### src/rtl/clap_macros.svh
/*
 * Line geometry, AXI widths and valid address range
 * for the clap cache line store
 */
`ifndef CLAP_MACROS_SVH
`define CLAP_MACROS_SVH

// Line geometry
`define CLAP_NB_COL      64    // Bytes per line
`define CLAP_COL_WIDTH   8     // Bits per byte column
`define CLAP_RAM_DEPTH   64    // Lines in the store

// AXI4-Lite port
`define CLAP_AXI_AW      32
`define CLAP_AXI_DW      32

// First byte address past the store, 64 lines x 64 bytes
`define CLAP_ADDR_LIMIT  4096

// Derived sizes
`define CLAP_LINE_W      (`CLAP_NB_COL * `CLAP_COL_WIDTH)
`define CLAP_WORDS       (`CLAP_LINE_W / `CLAP_AXI_DW)

`endif

### src/rtl/clap_pkg.sv
/*
 * Shared types of the cache line store:
 * index types, request structs, R response struct, response code
 */
`include "clap_macros.svh"

package clap_pkg;

  typedef logic [$clog2(`CLAP_RAM_DEPTH)-1:0] line_idx_t;  // Line number
  typedef logic [$clog2(`CLAP_WORDS)-1:0]     word_idx_t;  // Word within a line
  typedef logic [`CLAP_LINE_W-1:0]            line_t;      // Whole line

  // AXI response code, only the two used here
  typedef enum logic [1:0] {
    RESP_OKAY   = 2'b00,
    RESP_SLVERR = 2'b10
  } resp_e;

  // Write request, data already copied into every word slot
  typedef struct packed {
    line_idx_t                line;
    line_t                    data;
    logic [`CLAP_NB_COL-1:0]  be;    // Byte enables, zero on error
    logic                     err;   // Address out of range
  } wr_req_t;

  // Read request
  typedef struct packed {
    line_idx_t  line;
    word_idx_t  word;
    logic       err;
  } rd_req_t;

  // R channel payload
  typedef struct packed {
    logic [`CLAP_AXI_DW-1:0]  data;
    resp_e                    resp;
  } r_rsp_t;

endpackage

### src/rtl/axil_req_decode.sv
/*
 * AXI4-Lite AW/W/AR acceptance, independent AW and W holding,
 * address range check and line/word/strobe decode
 */
`timescale 1ns/100ps
`include "clap_macros.svh"

module axil_req_decode
  import clap_pkg::*;
(
  input  logic                      clka,
  input  logic                      rst_n,
  input  logic [`CLAP_AXI_AW-1:0]   awaddr,
  input  logic                      awvalid,
  output logic                      awready,
  input  logic [`CLAP_AXI_DW-1:0]   wdata,
  input  logic [`CLAP_AXI_DW/8-1:0] wstrb,
  input  logic                      wvalid,
  output logic                      wready,
  input  logic [`CLAP_AXI_AW-1:0]   araddr,
  input  logic                      arvalid,
  output logic                      arready,
  input  logic                      wr_busy,  // Write in flight until B
  input  logic                      rd_busy,  // Read in flight until R
  output logic                      wr_load,
  output logic                      rd_load,
  output wr_req_t                   wr_req,
  output rd_req_t                   rd_req
);

  localparam int STRB_W   = `CLAP_AXI_DW / 8;
  localparam int WORD_LSB = $clog2(STRB_W);
  localparam int LINE_LSB = $clog2(`CLAP_NB_COL);

  logic                    run_q;     // Out of reset
  logic                    aw_held_q;
  logic                    w_held_q;
  logic [`CLAP_AXI_AW-1:0] aw_addr_q;
  logic [`CLAP_AXI_DW-1:0] w_data_q;
  logic [STRB_W-1:0]       w_strb_q;
  logic                    aw_fire;
  logic                    w_fire;
  logic [`CLAP_AXI_AW-1:0] wr_addr;
  logic [`CLAP_AXI_DW-1:0] wr_data;
  logic [STRB_W-1:0]       wr_strb;

  // Each channel blocks once its half is held or a write is outstanding
  assign awready = run_q && !aw_held_q && !wr_busy;
  assign wready  = run_q && !w_held_q && !wr_busy;
  assign arready = run_q && !rd_busy;

  assign aw_fire = awvalid && awready;
  assign w_fire  = wvalid && wready;

  // Issue in the cycle the later half arrives
  assign wr_load = (aw_held_q || aw_fire) && (w_held_q || w_fire);
  assign rd_load = arvalid && arready;

  always_ff @(posedge clka or negedge rst_n) begin
    if (!rst_n) begin
      run_q     <= 1'b0;
      aw_held_q <= 1'b0;
      w_held_q  <= 1'b0;
    end else begin
      run_q <= 1'b1;
      if (wr_load) begin
        aw_held_q <= 1'b0;  // Both halves consumed
        w_held_q  <= 1'b0;
      end else begin
        if (aw_fire) aw_held_q <= 1'b1;
        if (w_fire)  w_held_q  <= 1'b1;
      end
    end
  end

  // Early half parked here
  always_ff @(posedge clka) begin
    if (aw_fire) aw_addr_q <= awaddr;
    if (w_fire) begin
      w_data_q <= wdata;
      w_strb_q <= wstrb;
    end
  end

  assign wr_addr = aw_held_q ? aw_addr_q : awaddr;
  assign wr_data = w_held_q ? w_data_q : wdata;
  assign wr_strb = w_held_q ? w_strb_q : wstrb;

  // Write decode
  always_comb begin
    wr_req      = '0;
    wr_req.err  = (wr_addr >= `CLAP_ADDR_LIMIT);
    wr_req.line = wr_addr[LINE_LSB +: $bits(line_idx_t)];
    wr_req.data = {`CLAP_WORDS{wr_data}};  // Same word in every slot
    if (!wr_req.err) begin
      wr_req.be[int'(wr_addr[WORD_LSB +: $bits(word_idx_t)]) * STRB_W +: STRB_W] = wr_strb;
    end
  end

  // Read decode
  always_comb begin
    rd_req.err  = (araddr >= `CLAP_ADDR_LIMIT);
    rd_req.line = araddr[LINE_LSB +: $bits(line_idx_t)];
    rd_req.word = araddr[WORD_LSB +: $bits(word_idx_t)];
  end

endmodule

### config.mk
export PLATFORM = sky130hd
export DESIGN_NAME = axil_req_decode
export DESIGN_NICKNAME = d
export VERILOG_FILES = /design/src/rtl/clap_pkg.sv /design/src/rtl/axil_req_decode.sv
export VERILOG_INCLUDE_DIRS = /design/src /design/src/rtl
export SDC_FILE = /design/constraint.sdc
export NUM_CORES = 1
export LEC_CHECK = 0
export ABC_AREA = 1
export BUFFER_PORTS_ARGS = -buffer_cell sky130_fd_sc_hd__buf_2
export CAP_MARGIN = 40
export CORE_AREA = 2 2 273 275
export CTS_BUF_LIST = sky130_fd_sc_hd__clkbuf_4
export DETAILED_ROUTE_END_ITERATION = 10
export DIE_AREA = 0 0 275 277
export HOLD_SLACK_MARGIN = 0.12
export PLACE_DENSITY = 0.3
export SETUP_SLACK_MARGIN = 0.1
export SLEW_MARGIN = 25
export SYNTH_ARGS = -nofsm -noshare
export SYNTH_HDL_FRONTEND = slang
export SYNTH_SLANG_ARGS = --single-unit
### constraint.sdc
create_clock -name clka -period 4.7 [get_ports clka]
set_input_delay 0.705 -clock clka [delete_from_list [all_inputs] [get_ports clka]]
set_output_delay 0.705 -clock clka [all_outputs]
set_load 0.005 [all_outputs]
==> metrics.md <==
| Metric | Value |
|---|---|
| Outcome | finished, final reports clean |
| Slowest-stage cell, CP | dfrtp_1 |
| Synth top area share | 49.33% |
| Total gr overflow | 0 |
| Clk pwr share | 12.2% |
| Distinct cells, synth | 32 |
| Crit Path Max Fanout | 14 |
| Ports | 706 |
| Root Driver | clkbuf_4 |
| Synth area leader | buf_4 |
| Row count | 100 |
| Int Pwr | 2.303 mW |
| Cell count of the worst reg-to-reg path | 4 |
| Hold WC Path Type | primary input to flop |
| Initial Util | 10.18% |
| Die Footprint | 0.07618 mm2 |
| Top cell by count, worst path | nand2_1 |
| Mapped Cells | 935 |
| WHS Path Cells | 1 |
| Worst-path clk slew | 0.18 ns |
| CP arrival | 3.41 ns |
| Most common cell after layout, fill and taps aside | buf_2 |
| Combinational power share | 70.6% |
| DRC | 0 |
| Avg Cell Area, Syn | 8.008 um2 |
| Ranking of synthesized cells by area | buf_4 49%, edfxtp_1 26%, nand2_1 7.7% |
| Fin Setup TNS | 0 ns |
| Clk sink count | 69 |
| Share of power burned in registers | 17.3% |
| Final worst path period share | 87.52% |
| Net Count, Synth | 1,047 |
| CTS Buf Count | 9 |
| Worst IR Drop VDD | 0.1952 mV |
| Endpoints failing hold | 0 |
| Pre-antenna DRT Iters | 4 |
| WP data required | 3.99 ns |
| Critical Path Start Type | flop |
| Final setup fails | 0 |
| Worst setup EP type | output pin |
| Starting DRC count in detailed routing | 193 |
| Area grow syn2layout | 15.11% |
| Clk buf depth | 2 |
| Routed Wire Length | 23,970 um |
| GRT Overall Usage | 5.852% |
| Yosys reg bits | 69 |
| DRT antenna net count | 0 |
| Initial antenna violation count | 5 |
| CTS tree | built |
| Final Critical Period | 4.114 ns |
| Largest net degree at the start of global routing | 37 |
| Worst Clk Skew | 0.03729 ns |
| Post-CTS Resized | 0 |
| Core Box Area | 0.07357 mm2 |
| Switching Share | 49.51% |
| Unrepaired setup endpoints after global routing | false |
| Clock Latency Late Sink | 0.58 ns |
| Fin nets | 1,242 |
| DR vias | 5,789 |
| Share of cells above drive strength 1 | 65.29% |
| Static leakage | 4.411 nW |
| Horiz. Die Dim | 275 um |
| Crit path largest cell delay | 0.54 ns |
| First-pass GRT wire length | 32,380 um |
| Commonest cells after routing, fill and taps aside | 681 x buf_2, 153 x nand2_1, 100 x nor2_1, 66 x edfxtp_1, 26 x inv_1 |
| WS Path Type | flop to output pin |
| Max Fclk | 243.1 MHz |
| Chip height | 277 um |
| CP cell instances | inv_4, nand2_1, nand2_1, inv_2, ha_1, inv_1, nor2_1, nand2_1, nor2_1, buf_2 |
| Via/cell ratio | 2.745 |
| Max-Cap Viols | 0 |
| I/O Buffers | 681 |
| Number of fill cells | 8,584 |
| Max-Slew Margin vs Limit | 53.56% |
| Synth warn | 0 |
| Cell Area, Synth | 0.007487 mm2 |
| Final Slew Violations | 0 |
| WL/cell | 11.36 um |
| Worst slew pin tran | 0.6966 ns |
| Pwr Density | 529.3 mW/mm2 |
| Hold Slack | 0.2998 ns |
| Detailed Place HPWL | 19,210 um |
| H-tree depth | 3 |
| Vias in the first global route | 4,941 |
| GP Congestion | 0.7894 |
| Psw | 2.259 mW |
| Sequential-to-total area share from yosys stat | 27.47% |
-- power groups by stage --
stage / registers, mW / clock network, mW / logic [mW]
floorplan: 0.747 / 0 / 3.54
global placement: 0.807 / 0 / 3.31
detailed placement: 0.809 / 0 / 3.28
CTS: 0.795 / 0.633 / 3.29
global route: 0.800 / 0.643 / 3.65
finish: 0.788 / 0.555 / 3.22
-- flip-flops by register name, summed over array words and instances, names as in the netlist --
signal / cells
run_q: 1
w_held_q: 1
w_data_q: 32
aw_addr_q: 30
aw_held_q: 1
w_strb_q: 4
-- critical path: cells and delay by family, from the launching register on --
family / cells / cell delay, ns
and+or+nand+nor: 5 / 1.19
buffers and inverters: 4 / 0.67
DFF: 1 / 0.54
adders and majority gates: 1 / 0.42
-- metal layers --
metal  track usage, %  vias up  wire (um)
met2            10.01      373      11630
met4            2.869        4        588
met5                0        -         30
met3            1.899       23       2152
li1                 -     2821          -
met1            6.474     2568       9564
-- through the flow --
stage / cells / power, mW / setup slack, ns / util (%) / instance area (um2)
global route: 2107 / 5.098 / 0.1689 / 11.71 / 8613
CTS: 2103 / 4.715 / 0.4134 / 11.67 / 8586
detailed placement: 2086 / 4.085 / 1.167 / 11.42 / 8404
finish: 2109 / 4.562 / 0.5864 / 11.71 / 8618
global placement: 2086 / 4.115 / 1.159 / 11.42 / 8404
floorplan: 935 / 4.283 / 0.2584 / - / 7492
-- cell families after synthesis --
family / count (synthesis) / synth area share (%)
simple gates: 321 / 19.42
other cells: 1 / 0.05009
flops: 69 / 27.47
compound gates: 5 / 0.3342
fa+ha+maj: 5 / 0.8356
buf+inv: 534 / 51.89
-- layout make-up --
cell class / instances / area [um2] / share of cell area, %
well taps: 969 / 1212 / 14.07
diodes: 5 / 12.51 / 0.1452
clock buffers: 9 / 67.56 / 0.7840
repair buffers: 687 / 3481 / 40.39
flip-flops and latches: 69 / 2058 / 23.88
clock inverters: 7 / 103.9 / 1.205
multi-input cells: 332 / 1562 / 18.12
inverters: 31 / 121.4 / 1.408
-- worst paths after layout --
| check | startpoint | end | slack [ns] |
|---|---|---|---|
| max in group asynchronous | rst_n | run_q$_DFF_PN0_ | 4.10 |
| hold reg to reg | w_held_q$_DFFE_PN0P_ | w_held_q$_DFFE_PN0P_ | 1.01 |
| min in group asynchronous | rst_n | w_held_q$_DFFE_PN0P_ | 0.49 |
| hold / removal | wstrb[2] | w_strb_q[2]$_DFFE_PP_ | 0.30 |
| setup / recovery | aw_held_q$_DFFE_PN0P_ | wr_req[53] | 0.59 |
| setup reg to reg | run_q$_DFF_PN0_ | w_data_q[13]$_DFFE_PP_ | 2.29 |
-- cells in the mapped netlist, drive strengths merged --
master  count
nor3        8
o21ai       5
ha          5
edfxtp     66
nand3b      3
dfrtp       3
nor3b       3
nand3      27
clkbuf      6
inv        31
conb        1
buf       497
or2         4
nor4        5
nand2     158
nor2      106
nand4       7
-- what timing repair did --
action | in CTS | in global routing
hold endpoints to repair | 3 | 0
setup buffers | 0 | 0
hold buffers | 1 | 0
No activity file was read; power rests on OpenSTA's default activity.
