File: src/rtl/clap_macros.svh
/*
 * Line geometry, AXI widths and valid address range
 * for the clap cache line store
 */
`ifndef CLAP_MACROS_SVH
`define CLAP_MACROS_SVH

// Line geometry
`define CLAP_NB_COL      64    // Bytes per line
`define CLAP_COL_WIDTH   8     // Bits per byte column
`define CLAP_RAM_DEPTH   64    // Lines in the store

// AXI4-Lite port
`define CLAP_AXI_AW      32
`define CLAP_AXI_DW      32

// First byte address past the store, 64 lines x 64 bytes
`define CLAP_ADDR_LIMIT  4096

// Derived sizes
`define CLAP_LINE_W      (`CLAP_NB_COL * `CLAP_COL_WIDTH)
`define CLAP_WORDS       (`CLAP_LINE_W / `CLAP_AXI_DW)

`endif

File: src/rtl/clap_pkg.sv
/*
 * Shared types of the cache line store:
 * index types, request structs, R response struct, response code
 */
`include "clap_macros.svh"

package clap_pkg;

  typedef logic [$clog2(`CLAP_RAM_DEPTH)-1:0] line_idx_t;  // Line number
  typedef logic [$clog2(`CLAP_WORDS)-1:0]     word_idx_t;  // Word within a line
  typedef logic [`CLAP_LINE_W-1:0]            line_t;      // Whole line

  // AXI response code, only the two used here
  typedef enum logic [1:0] {
    RESP_OKAY   = 2'b00,
    RESP_SLVERR = 2'b10
  } resp_e;

  // Write request, data already copied into every word slot
  typedef struct packed {
    line_idx_t                line;
    line_t                    data;
    logic [`CLAP_NB_COL-1:0]  be;    // Byte enables, zero on error
    logic                     err;   // Address out of range
  } wr_req_t;

  // Read request
  typedef struct packed {
    line_idx_t  line;
    word_idx_t  word;
    logic       err;
  } rd_req_t;

  // R channel payload
  typedef struct packed {
    logic [`CLAP_AXI_DW-1:0]  data;
    resp_e                    resp;
  } r_rsp_t;

endpackage

File: src/rtl/line_result.sv
/*
 * Word select from the read line, B and R response
 * registers held under back-pressure, busy flags
 */
`timescale 1ns/100ps
`include "clap_macros.svh"

module line_result
  import clap_pkg::*;
(
  input  logic                    clka,
  input  logic                    rst_n,
  input  logic                    wr_load,   // Write accepted
  input  logic                    rd_load,   // Read accepted
  input  logic                    wr_valid,  // Write in RAM this cycle
  input  logic                    rd_valid,  // Read address at RAM this cycle
  input  logic                    wr_err,
  input  rd_req_t                 rd_req,
  input  line_t                   doutb,
  output logic                    bvalid,
  output resp_e                   bresp,
  input  logic                    bready,
  output logic                    rvalid,
  output logic [`CLAP_AXI_DW-1:0] rdata,
  output resp_e                   rresp,
  input  logic                    rready,
  output logic                    wr_busy,
  output logic                    rd_busy
);

  logic      rd_pend_q;  // doutb valid this cycle
  logic      r_hold_q;   // R stalled, serve from r_rsp_q
  word_idx_t rd_word_q;
  logic      rd_err_q;
  r_rsp_t    r_live;
  r_rsp_t    r_rsp_q;
  r_rsp_t    r_out;

  // Word and error lined up with doutb
  always_ff @(posedge clka) begin
    rd_word_q <= rd_req.word;
    rd_err_q  <= rd_req.err;
    if (rd_pend_q) r_rsp_q <= r_live;  // Copy for a stalled R
  end

  always_comb begin
    r_live.data = rd_err_q ? '0 : doutb[int'(rd_word_q) * `CLAP_AXI_DW +: `CLAP_AXI_DW];
    r_live.resp = rd_err_q ? RESP_SLVERR : RESP_OKAY;
  end

  assign r_out  = rd_pend_q ? r_live : r_rsp_q;
  assign rvalid = rd_pend_q || r_hold_q;
  assign rdata  = r_out.data;
  assign rresp  = r_out.resp;

  always_ff @(posedge clka or negedge rst_n) begin
    if (!rst_n) begin
      rd_pend_q <= 1'b0;
      r_hold_q  <= 1'b0;
      bvalid    <= 1'b0;
      bresp     <= RESP_OKAY;
      wr_busy   <= 1'b0;
      rd_busy   <= 1'b0;
    end else begin
      rd_pend_q <= rd_valid;
      if (rvalid && rready) r_hold_q <= 1'b0;
      else if (rd_pend_q)   r_hold_q <= 1'b1;  // Not taken in first cycle
      // B one cycle after the RAM write
      if (wr_valid) begin
        bvalid <= 1'b1;
        bresp  <= wr_err ? RESP_SLVERR : RESP_OKAY;
      end else if (bready) begin
        bvalid <= 1'b0;
      end
      // Busy from acceptance until the response leaves
      if (wr_load)                wr_busy <= 1'b1;
      else if (bvalid && bready)  wr_busy <= 1'b0;
      if (rd_load)                rd_busy <= 1'b1;
      else if (rvalid && rready)  rd_busy <= 1'b0;
    end
  end

endmodule

File: config.mk
export PLATFORM = sky130hd
export DESIGN_NAME = line_result
export DESIGN_NICKNAME = d
export VERILOG_FILES = /design/src/rtl/clap_pkg.sv /design/src/rtl/line_result.sv
export VERILOG_INCLUDE_DIRS = /design/src /design/src/rtl
export SDC_FILE = /design/constraint.sdc
export NUM_CORES = 1
export LEC_CHECK = 0
export ABC_AREA = 0
export BUFFER_PORTS_ARGS = -buffer_cell sky130_fd_sc_hd__buf_4
export CAP_MARGIN = 10
export CORE_AREA = 2 2 224 226
export DETAILED_ROUTE_END_ITERATION = 6
export DIE_AREA = 0 0 226 228
export GPL_TIMING_DRIVEN = 0
export PLACE_DENSITY = 0.41
export RECOVER_POWER = 25
export REMOVE_ABC_BUFFERS = 1
export SLEW_MARGIN = 15
export SYNTH_ARGS = -nofsm -noshare
export SYNTH_HDL_FRONTEND = slang
export SYNTH_SLANG_ARGS = --single-unit
File: constraint.sdc
create_clock -name clka -period 2.2 [get_ports clka]
set_clock_uncertainty 0.15 [all_clocks]
set_input_delay 0.22 -clock clka [delete_from_list [all_inputs] [get_ports clka]]
set_output_delay 0.22 -clock clka [all_outputs]
set_load 0.1 [all_outputs]
==> key figures, run 1 <==
Power
  – Worst vdd ir: 0.000248 V
  – Clk network pwr share: 0.191
  – Switching share of total power: 0.406
  – Power density over cell area: between 300 and 400 mW/mm^2
  – Power Internal: 3030 uW
  – P_sw: roughly 2100 uW
  – Reg power frac: 0.184
  – Leak: 0.00635 uW
  – Comb power frac: 0.625

Yosys
  – EDFF count, synth: 0
  – Synth Area in Compound Gates: 0.230
  – Post-synthesis instance total: 675
  – Ranking of synthesized cells by area: mux2i_1, dfxtp_1, a22oi_1
  – Yosys reg bits: 45
  – Largest family of logic cells by synthesized area: multiplexers
  – Sequential-to-total area share from yosys stat: 0.155
  – Synth Area in Simple Gates: 0.0781
  – Synthesized area: 0.00599 mm^2
  – Area share of xor/xnor cells in the synthesized design: 0
  – Post-synthesis cell type count: 26
  – Dominant cell type by area after synthesis: mux2i_1
  – Top cell type's share of synthesized area: 0.428
  – Syn_area_per_cell: 8.87 um^2
  – Top_reg_cell synth: dfxtp_1
  – Post-synthesis adder-cell area fraction: 0
  – Async SR Flop Fraction: 0.133
  – Syn. warnings: 0
  – Mux cell area share after synthesis: 0.432

Global route
  – GRT Residual Overflow: 0
  – Vias in the first global route: 8286
  – Largest net degree at the start of global routing: 36
  – First-pass GRT wire length: between 50000 and 60000 um
  – Antenna violations before repair: 0
  – Total track usage: 0.139

Placement
  – DP HPWL: 26700 um
  – Placer's final routability congestion estimate: 0.809
  – DP Area: 0.0109 mm^2
  – # port buffers: 564

Timing
  – Fmax: between 0.3 and 0.4 GHz
  – Final setup fails: 32
  – Crit path time final: approximately 2.5 ns
  – Final period util: 1.14
  – Final Max Tran Viols: 0
  – Unrepaired setup endpoints after global routing: true
  – Worst setup margin: -0.307 ns
  – Hold_ws: 0.0402 ns
  – Final Hold Viols: 0

Clocking
  – Root Buffer: clkbuf_16
  – Worst-Skew Late Latency: between 0.3 and 0.4 ns
  – Maximum root-to-sink buffer count: 2
  – Clk slew on worst S/H paths: about 0.07 ns
  – Sink Count: 45
  – H-Tree Depth: 2
  – Total CTS buffers: 5
  – CTS tree: yes

Hold path
  – WHS Path Cells: 3
  – Worst hold start: bready
  – HP Class: in2reg
  – Hold endpoint: bvalid

Worst setup path
  – Setup slack, reg-to-reg: around 0.14 ns
  – Worst R2R Path Depth: 10
  – Crit Path Category: reg2out
  – CP Launch Point: rd_word_q[0]
  – RR Endpoint: r_rsp_q[24]
  – Crit end category: output pin
  – Max FO, Critical Path: 8
  – Worst EP required: 1.83 ns
  – Startpoint types: register
  – Data arrival time of the critical path: 2.14 ns
  – Worst reg2reg startpoint: rd_word_q[0]

Route
  – ANT nets after route: 0
  – Total Wirelength: 38200 um
  – First-pass DRT Iterations: 4
  – Routed WL per cell: 19.5 um
  – Via/cell ratio: 3.99
  – Vias: ~7800
  – Drt first-iter violations: 202
  – Drt drc: 0

Layout
  – Filler Cell Count: 5318
  – NumNets Final: 1812
  – Share of cells above drive strength 1: 0.571
  – Post-route cell area: 0.0131 mm^2
  – Diodes inserted: 0
  – Syn-to-layout area delta: 118%

Die
  – Die Ht: 228 um
  – Ports: 572
  – Die Wd: 226 um
  – Row count: 82
  – Core area: a little under 0.05 mm^2
  – Starting Density: 0.121
  – Die footprint: 0.0515 mm^2

Outcome
  – Failing checks: negative setup slack
  – Status: complete, but fails checks

Run
  – Max-cap violations: 0
==> Yosys cell counts (all sizes together), types with 4 or more instances <==
cell type and n:
nand3 32, nor2b 4, a22oi 96, mux2i 256, buf 46, inv 33
dfxtp 39, dfrtp 6, a21oi 32, o221ai 32, clkbuf 22, nand2 66
==> routing by layer <==
metal  track usage  vias to the layer above  share of wire
met3        0.0354                       31          0.071
met2         0.252                      338           0.51
li1              -                     3809              -
met1         0.163                     3609           0.40
met5             0                        -              0
met4        0.0319                        0          0.018
==> stage by stage <==
| stage | cells | worst slack (ns) | total power (uW) | setup TNS, ns | util |
|---|---|---|---|---|---|
| 2_1_floorplan | 607 | -9.03 | 2580 | -535.18 | - |
| 3_3_place_gp | 1843 | -11.55 | 3760 | -665.96 | 0.214 |
| 3_5_place_dp | 1859 | -0.987 | 3540 | -27.88 | 0.222 |
| 4_1_cts | 1941 | -0.335 | 5080 | -8.41 | 0.257 |
| 5_1_grt | 1953 | -0.413 | 5400 | -10.15 | 0.265 |
| 6_report | 1953 | -0.307 | 5110 | -6.27 | 0.265 |
==> critical path: stages (launching register included) <==
cell      delay (ns)
dfxtp_4         0.37
buf_16          0.15
buf_16          0.16
buf_16          0.16
mux2i_1         0.12
a22oi_1         0.18
nand2_1         0.16
o221ai_2        0.25
buf_12          0.21
==> what timing repair did <==
action | CTS | global route
cloned | 21 | 6
resized for setup | 132 | 46
setup buffers | 41 | 8
endpoints found under the hold margin | 17 | 0
hold buffers | 12 | 0
endpoints found under the setup margin | 61 | 33
pin swaps | 33 | 37
==> cells in the final DEF, fill, tap and decap left out, types with 6 or more instances in the layout <==
cell type / netlist / layout
a21oi_1: 32 / 31
a22oi_1: 96 / 87
a22oi_2: 0 / 9
buf_12: 1 / 50
buf_16: 0 / 24
buf_4: 16 / 551
buf_6: 13 / 6
buf_8: 5 / 7
clkbuf_16: 0 / 10
clkbuf_4: 0 / 7
dfxtp_1: 39 / 36
dlygate4sd3_1: 0 / 12
inv_1: 33 / 33
mux2i_1: 256 / 247
mux2i_2: 0 / 9
nand2_1: 66 / 62
nand3_1: 32 / 27
o221ai_2: 31 / 24
o221ai_4: 0 / 8
==> area by class of cell <==
class,count,area (um^2),share of cell area
clock buffer,5,125,0.00957
clock inverter,3,46.3,0.00354
inverter,33,124,0.00948
multi-input combinational,530,4680,0.358
sequential,45,946,0.0724
tap,672,841,0.0643
timing repair buffer,665,6310,0.483
==> state kept, by name, summed over array words and instances (netlist names) <==
signal     count
r_hold_q       1
rd_err_q       1
wr_busy        1
rd_word_q      4
rd_pend_q      1
rd_busy        1
bvalid         1
bresp          1
r_rsp_q       34
==> cell families after synthesis <==
group | Yosys count
multiplexers | 258
buffers and inverters | 101
other | 1
AND/OR/NAND/NOR | 107
flip-flops | 45
AO/OA/AOI/OAI | 163
==> power groups by stage <==
stage / logic (uW) / clock network (uW) / registers (uW)
floorplan: 1490 / 0 / 1090
finish: 3190 / 973 / 940
global placement: 2680 / 0 / 1090
CTS: 3080 / 1060 / 940
detailed placement: 2560 / 0 / 981
global route: 3360 / 1090 / 952
==> worst max-delay path by stage <==
stage | endpoint | slack (ns) | cells past startpoint
final | rdata[22] | -0.31 | 8
after detailed placement | rdata[30] | -0.99 | 8
after global placement | rdata[1] | -11.55 | 5
after CTS | rdata[5] | -0.34 | 8
after floorplan | r_rsp_q[2] | -9.03 | 4
after global routing | rdata[22] | -0.41 | 8
Power figures use the tool's default switching activity.
==> run 2: changes to the inputs <==
--- a/config.mk
+++ b/config.mk
@@ -10,6 +10,7 @@
 export BUFFER_PORTS_ARGS = -buffer_cell sky130_fd_sc_hd__buf_4
 export CAP_MARGIN = 10
 export CORE_AREA = 2 2 224 226
+export CTS_BUF_LIST = sky130_fd_sc_hd__clkbuf_4 sky130_fd_sc_hd__clkbuf_8
 export DETAILED_ROUTE_END_ITERATION = 6
 export DIE_AREA = 0 0 226 228
 export GPL_TIMING_DRIVEN = 0
==> run 2 against run 1 <==
Compared with the run above: the run still ends with negative setup slack left; global-route usage is 0.27 points higher; power shrank 3.3%; hold slack improved by 0.058 ns; cell area is 1.3% higher; register-to-register slack better by 0.03 ns; clock power decreased by 23%; sequential power about the same; largest cell class unchanged; largest power group unchanged.
==> key figures, run 2 (same netlist as run 1, synthesis figures left out) <==
Outcome
  – Status: complete, but fails checks
  – Failing checks: negative setup slack

Route
  – Drt first-iter violations: 267 (+32%)
  – Vias: 7809 (+0.28%)
  – First-pass DRT Iterations: 4 (unchanged)
  – Routed WL per cell: 19.6 um (+0.11%)
  – ANT nets after route: 0 (unchanged)
  – Total Wirelength: 38400 um (+0.73%)
  – Via/cell ratio: 3.97 (-0.33%)
  – Drt drc: 0 (unchanged)

Worst setup path
  – Data arrival time of the critical path: 2.15 ns (about the same)
  – Worst EP required: 1.83 ns (about the same)
  – Cell count along the critical path: 8 (unchanged)
  – Slowest stage cell, crit path: dfxtp_4
  – Startpoint types: register
  – Crit end category: output pin
  – CP delay by family, top: buffers and inverters
  – Setup crit end: rdata[22]
  – CP most frequent cell: buf_16
  – RR Endpoint: r_rsp_q[24]
  – Worst reg2reg startpoint: rd_word_q[0]
  – Setup slack, reg-to-reg: 0.17 ns (+0.03 ns)
  – Max stage delay on crit path: 0.39 ns (+0.02 ns)
  – Buf/Inv on CP: 4 (unchanged)
  – Max FO, Critical Path: 6 (-2)
  – CP Launch Point: rd_word_q[0]
  – Crit Path Category: reg2out
  – CP cell instances: buf_16 -> buf_16 -> buf_16 -> mux2i_1 -> a22oi_1 -> nand2_1 -> o221ai_2 -> buf_12
  – Worst R2R Path Depth: 10 (unchanged)

Power
  – Worst vdd ir: 0.000191 V (-23%)
  – Power density over cell area: 373 mW/mm^2 (-4.5%)
  – Final Power: 4940 uW (-3.3%)
  – Leak: 0.00641 uW (+1.0%)

Timing
  – Fin Setup TNS: -7.61 ns (-1.34 ns)
  – Final setup fails: 32 (unchanged)
  – Final Max Tran Viols: 0 (unchanged)
  – Worst setup margin: -0.322 ns (-0.0154 ns)
  – Final period util: 1.15 (+0.00701)
  – Unrepaired setup endpoints after global routing: true
  – Final Hold Viols: 0 (unchanged)
  – Crit path time final: 2.52 ns (+0.0154 ns)
  – Fmax: 0.397 GHz (-0.61%)

Layout
  – Filler Cell Count: 5319 (+0.019%)
  – Diodes inserted: 0 (unchanged)
  – Syn-to-layout area delta: 121%
  – Largest regs: r_rsp_q x34, rd_word_q x4
  – NumNets Final: 1824 (+0.66%)
  – Share of cells above drive strength 1: 0.578 (+0.00707)
  – Max reg flops: 34 (unchanged)
  – Largest Register: r_rsp_q
  – Commonest non-fill, non-tap cells in the layout: buf_4, mux2i_1, a22oi_1
  – Most common cell after layout, fill and taps aside: buf_4

Die
  – Row count: 82 (unchanged)
  – Core area: 0.0493 mm^2 (unchanged)
  – Die footprint: 0.0515 mm^2 (unchanged)
  – Starting Density: 0.121 (unchanged)
  – Ports: 572 (unchanged)
  – Die Ht: 228 um (unchanged)
  – Die Wd: 226 um (unchanged)

Clocking
  – Worst-Skew Late Latency: 0.36 ns (+0.04 ns)
  – Sink Count: 45 (unchanged)
  – CTS tree: yes
  – Root Buffer: clkbuf_8
  – H-Tree Depth: 2 (unchanged)
  – Clk slew on worst S/H paths: 0.12 ns (+0.05 ns)
  – Total CTS buffers: 5 (unchanged)
  – Maximum root-to-sink buffer count: 2 (unchanged)

Global route
  – GRT Residual Overflow: 0 (unchanged)
  – Antenna violations before repair: 0 (unchanged)
  – Total track usage: 0.142 (+0.00271)
  – Vias in the first global route: 8350 (+0.77%)
  – First-pass GRT wire length: 53700 um (+1.9%)
  – Largest net degree at the start of global routing: 36 (unchanged)

Placement
  – DP HPWL: 26700 um (unchanged)
  – Placer's final routability congestion estimate: 0.809 (unchanged)
  – # port buffers: 564 (unchanged)

Hold path
  – HP Class: in2reg

Run
  – Max-cap violations: 0 (unchanged)
==> run 2: cell types whose count changed in the layout (fill, tap and decap cells not counted), sizes merged <==
cell and delta:
buf +12, clkbuf -2, dlygate4sd3 +2
==> run 2: report_power, final <==
group	switching [uW]	internal, uW
logic	1630	1630
clock network	408	342
registers	33.0	907
total	2070	2870
==> run 2: through the flow <==
| stage | util | std cells | instance area (um^2) | hold slack [ns] | setup slack [ns] |
|---|---|---|---|---|---|
| after floorplan | - | 607 | 5490 | -0.226 | -9.03 |
| final | 0.268 | 1965 | 13200 | 0.0987 | -0.322 |
| after global routing | 0.268 | 1965 | 13200 | 0.0519 | -0.459 |
| after CTS | 0.261 | 1953 | 12900 | 0.00304 | -0.406 |
| after global placement | 0.214 | 1843 | 10600 | -0.117 | -11.55 |
| after detailed placement | 0.222 | 1859 | 10900 | -0.116 | -0.987 |
==> run 2: per-layer routing <==
metal	vias to the layer above	wire, um	GRT usage
li1	3830	-	-
met1	3598	15700	0.167
met2	348	19300	0.258
met3	33	2510	0.0321
met4	0	857	0.0350
met5	-	0	0
==> run 2: repair_timing <==
action                                  CTS  global route
resized for setup                       157            36
endpoints found under the setup margin   62            33
pin swaps                                51            35
hold buffers                             14             0
hold endpoints to repair                 17             0
cloned                                   25             4
buffers inserted                         47             9
==> run 2: worst min-delay path by stage <==
stage | start | end | depth (start not counted)
global placement | rst_n | wr_busy | 1
floorplan | rst_n | bresp[1] | 0
CTS | rst_n | wr_busy | 2
detailed placement | rst_n | wr_busy | 1
finish | doutb[277] | r_rsp_q[23] | 5
global route | doutb[264] | r_rsp_q[10] | 5
==> run 2: tightest hold or removal path, stage by stage <==
cell and delay (ns):
buf_4 0.08, mux2i_1 0.05, nand2_1 0.07, nand3_2 0.07, o221ai_2 0.09
==> run 2: cell type report <==
| type | count | area (um^2) | area share |
|---|---|---|---|
| flip-flops and latches | 45 | 946 | 0.0714 |
| multi-input cells | 530 | 4740 | 0.358 |
| well taps | 672 | 841 | 0.0635 |
| repair buffers | 677 | 6480 | 0.489 |
| inverters | 33 | 124 | 0.00935 |
| clock buffers | 5 | 68.8 | 0.00520 |
| clock inverters | 3 | 46.3 | 0.00350 |
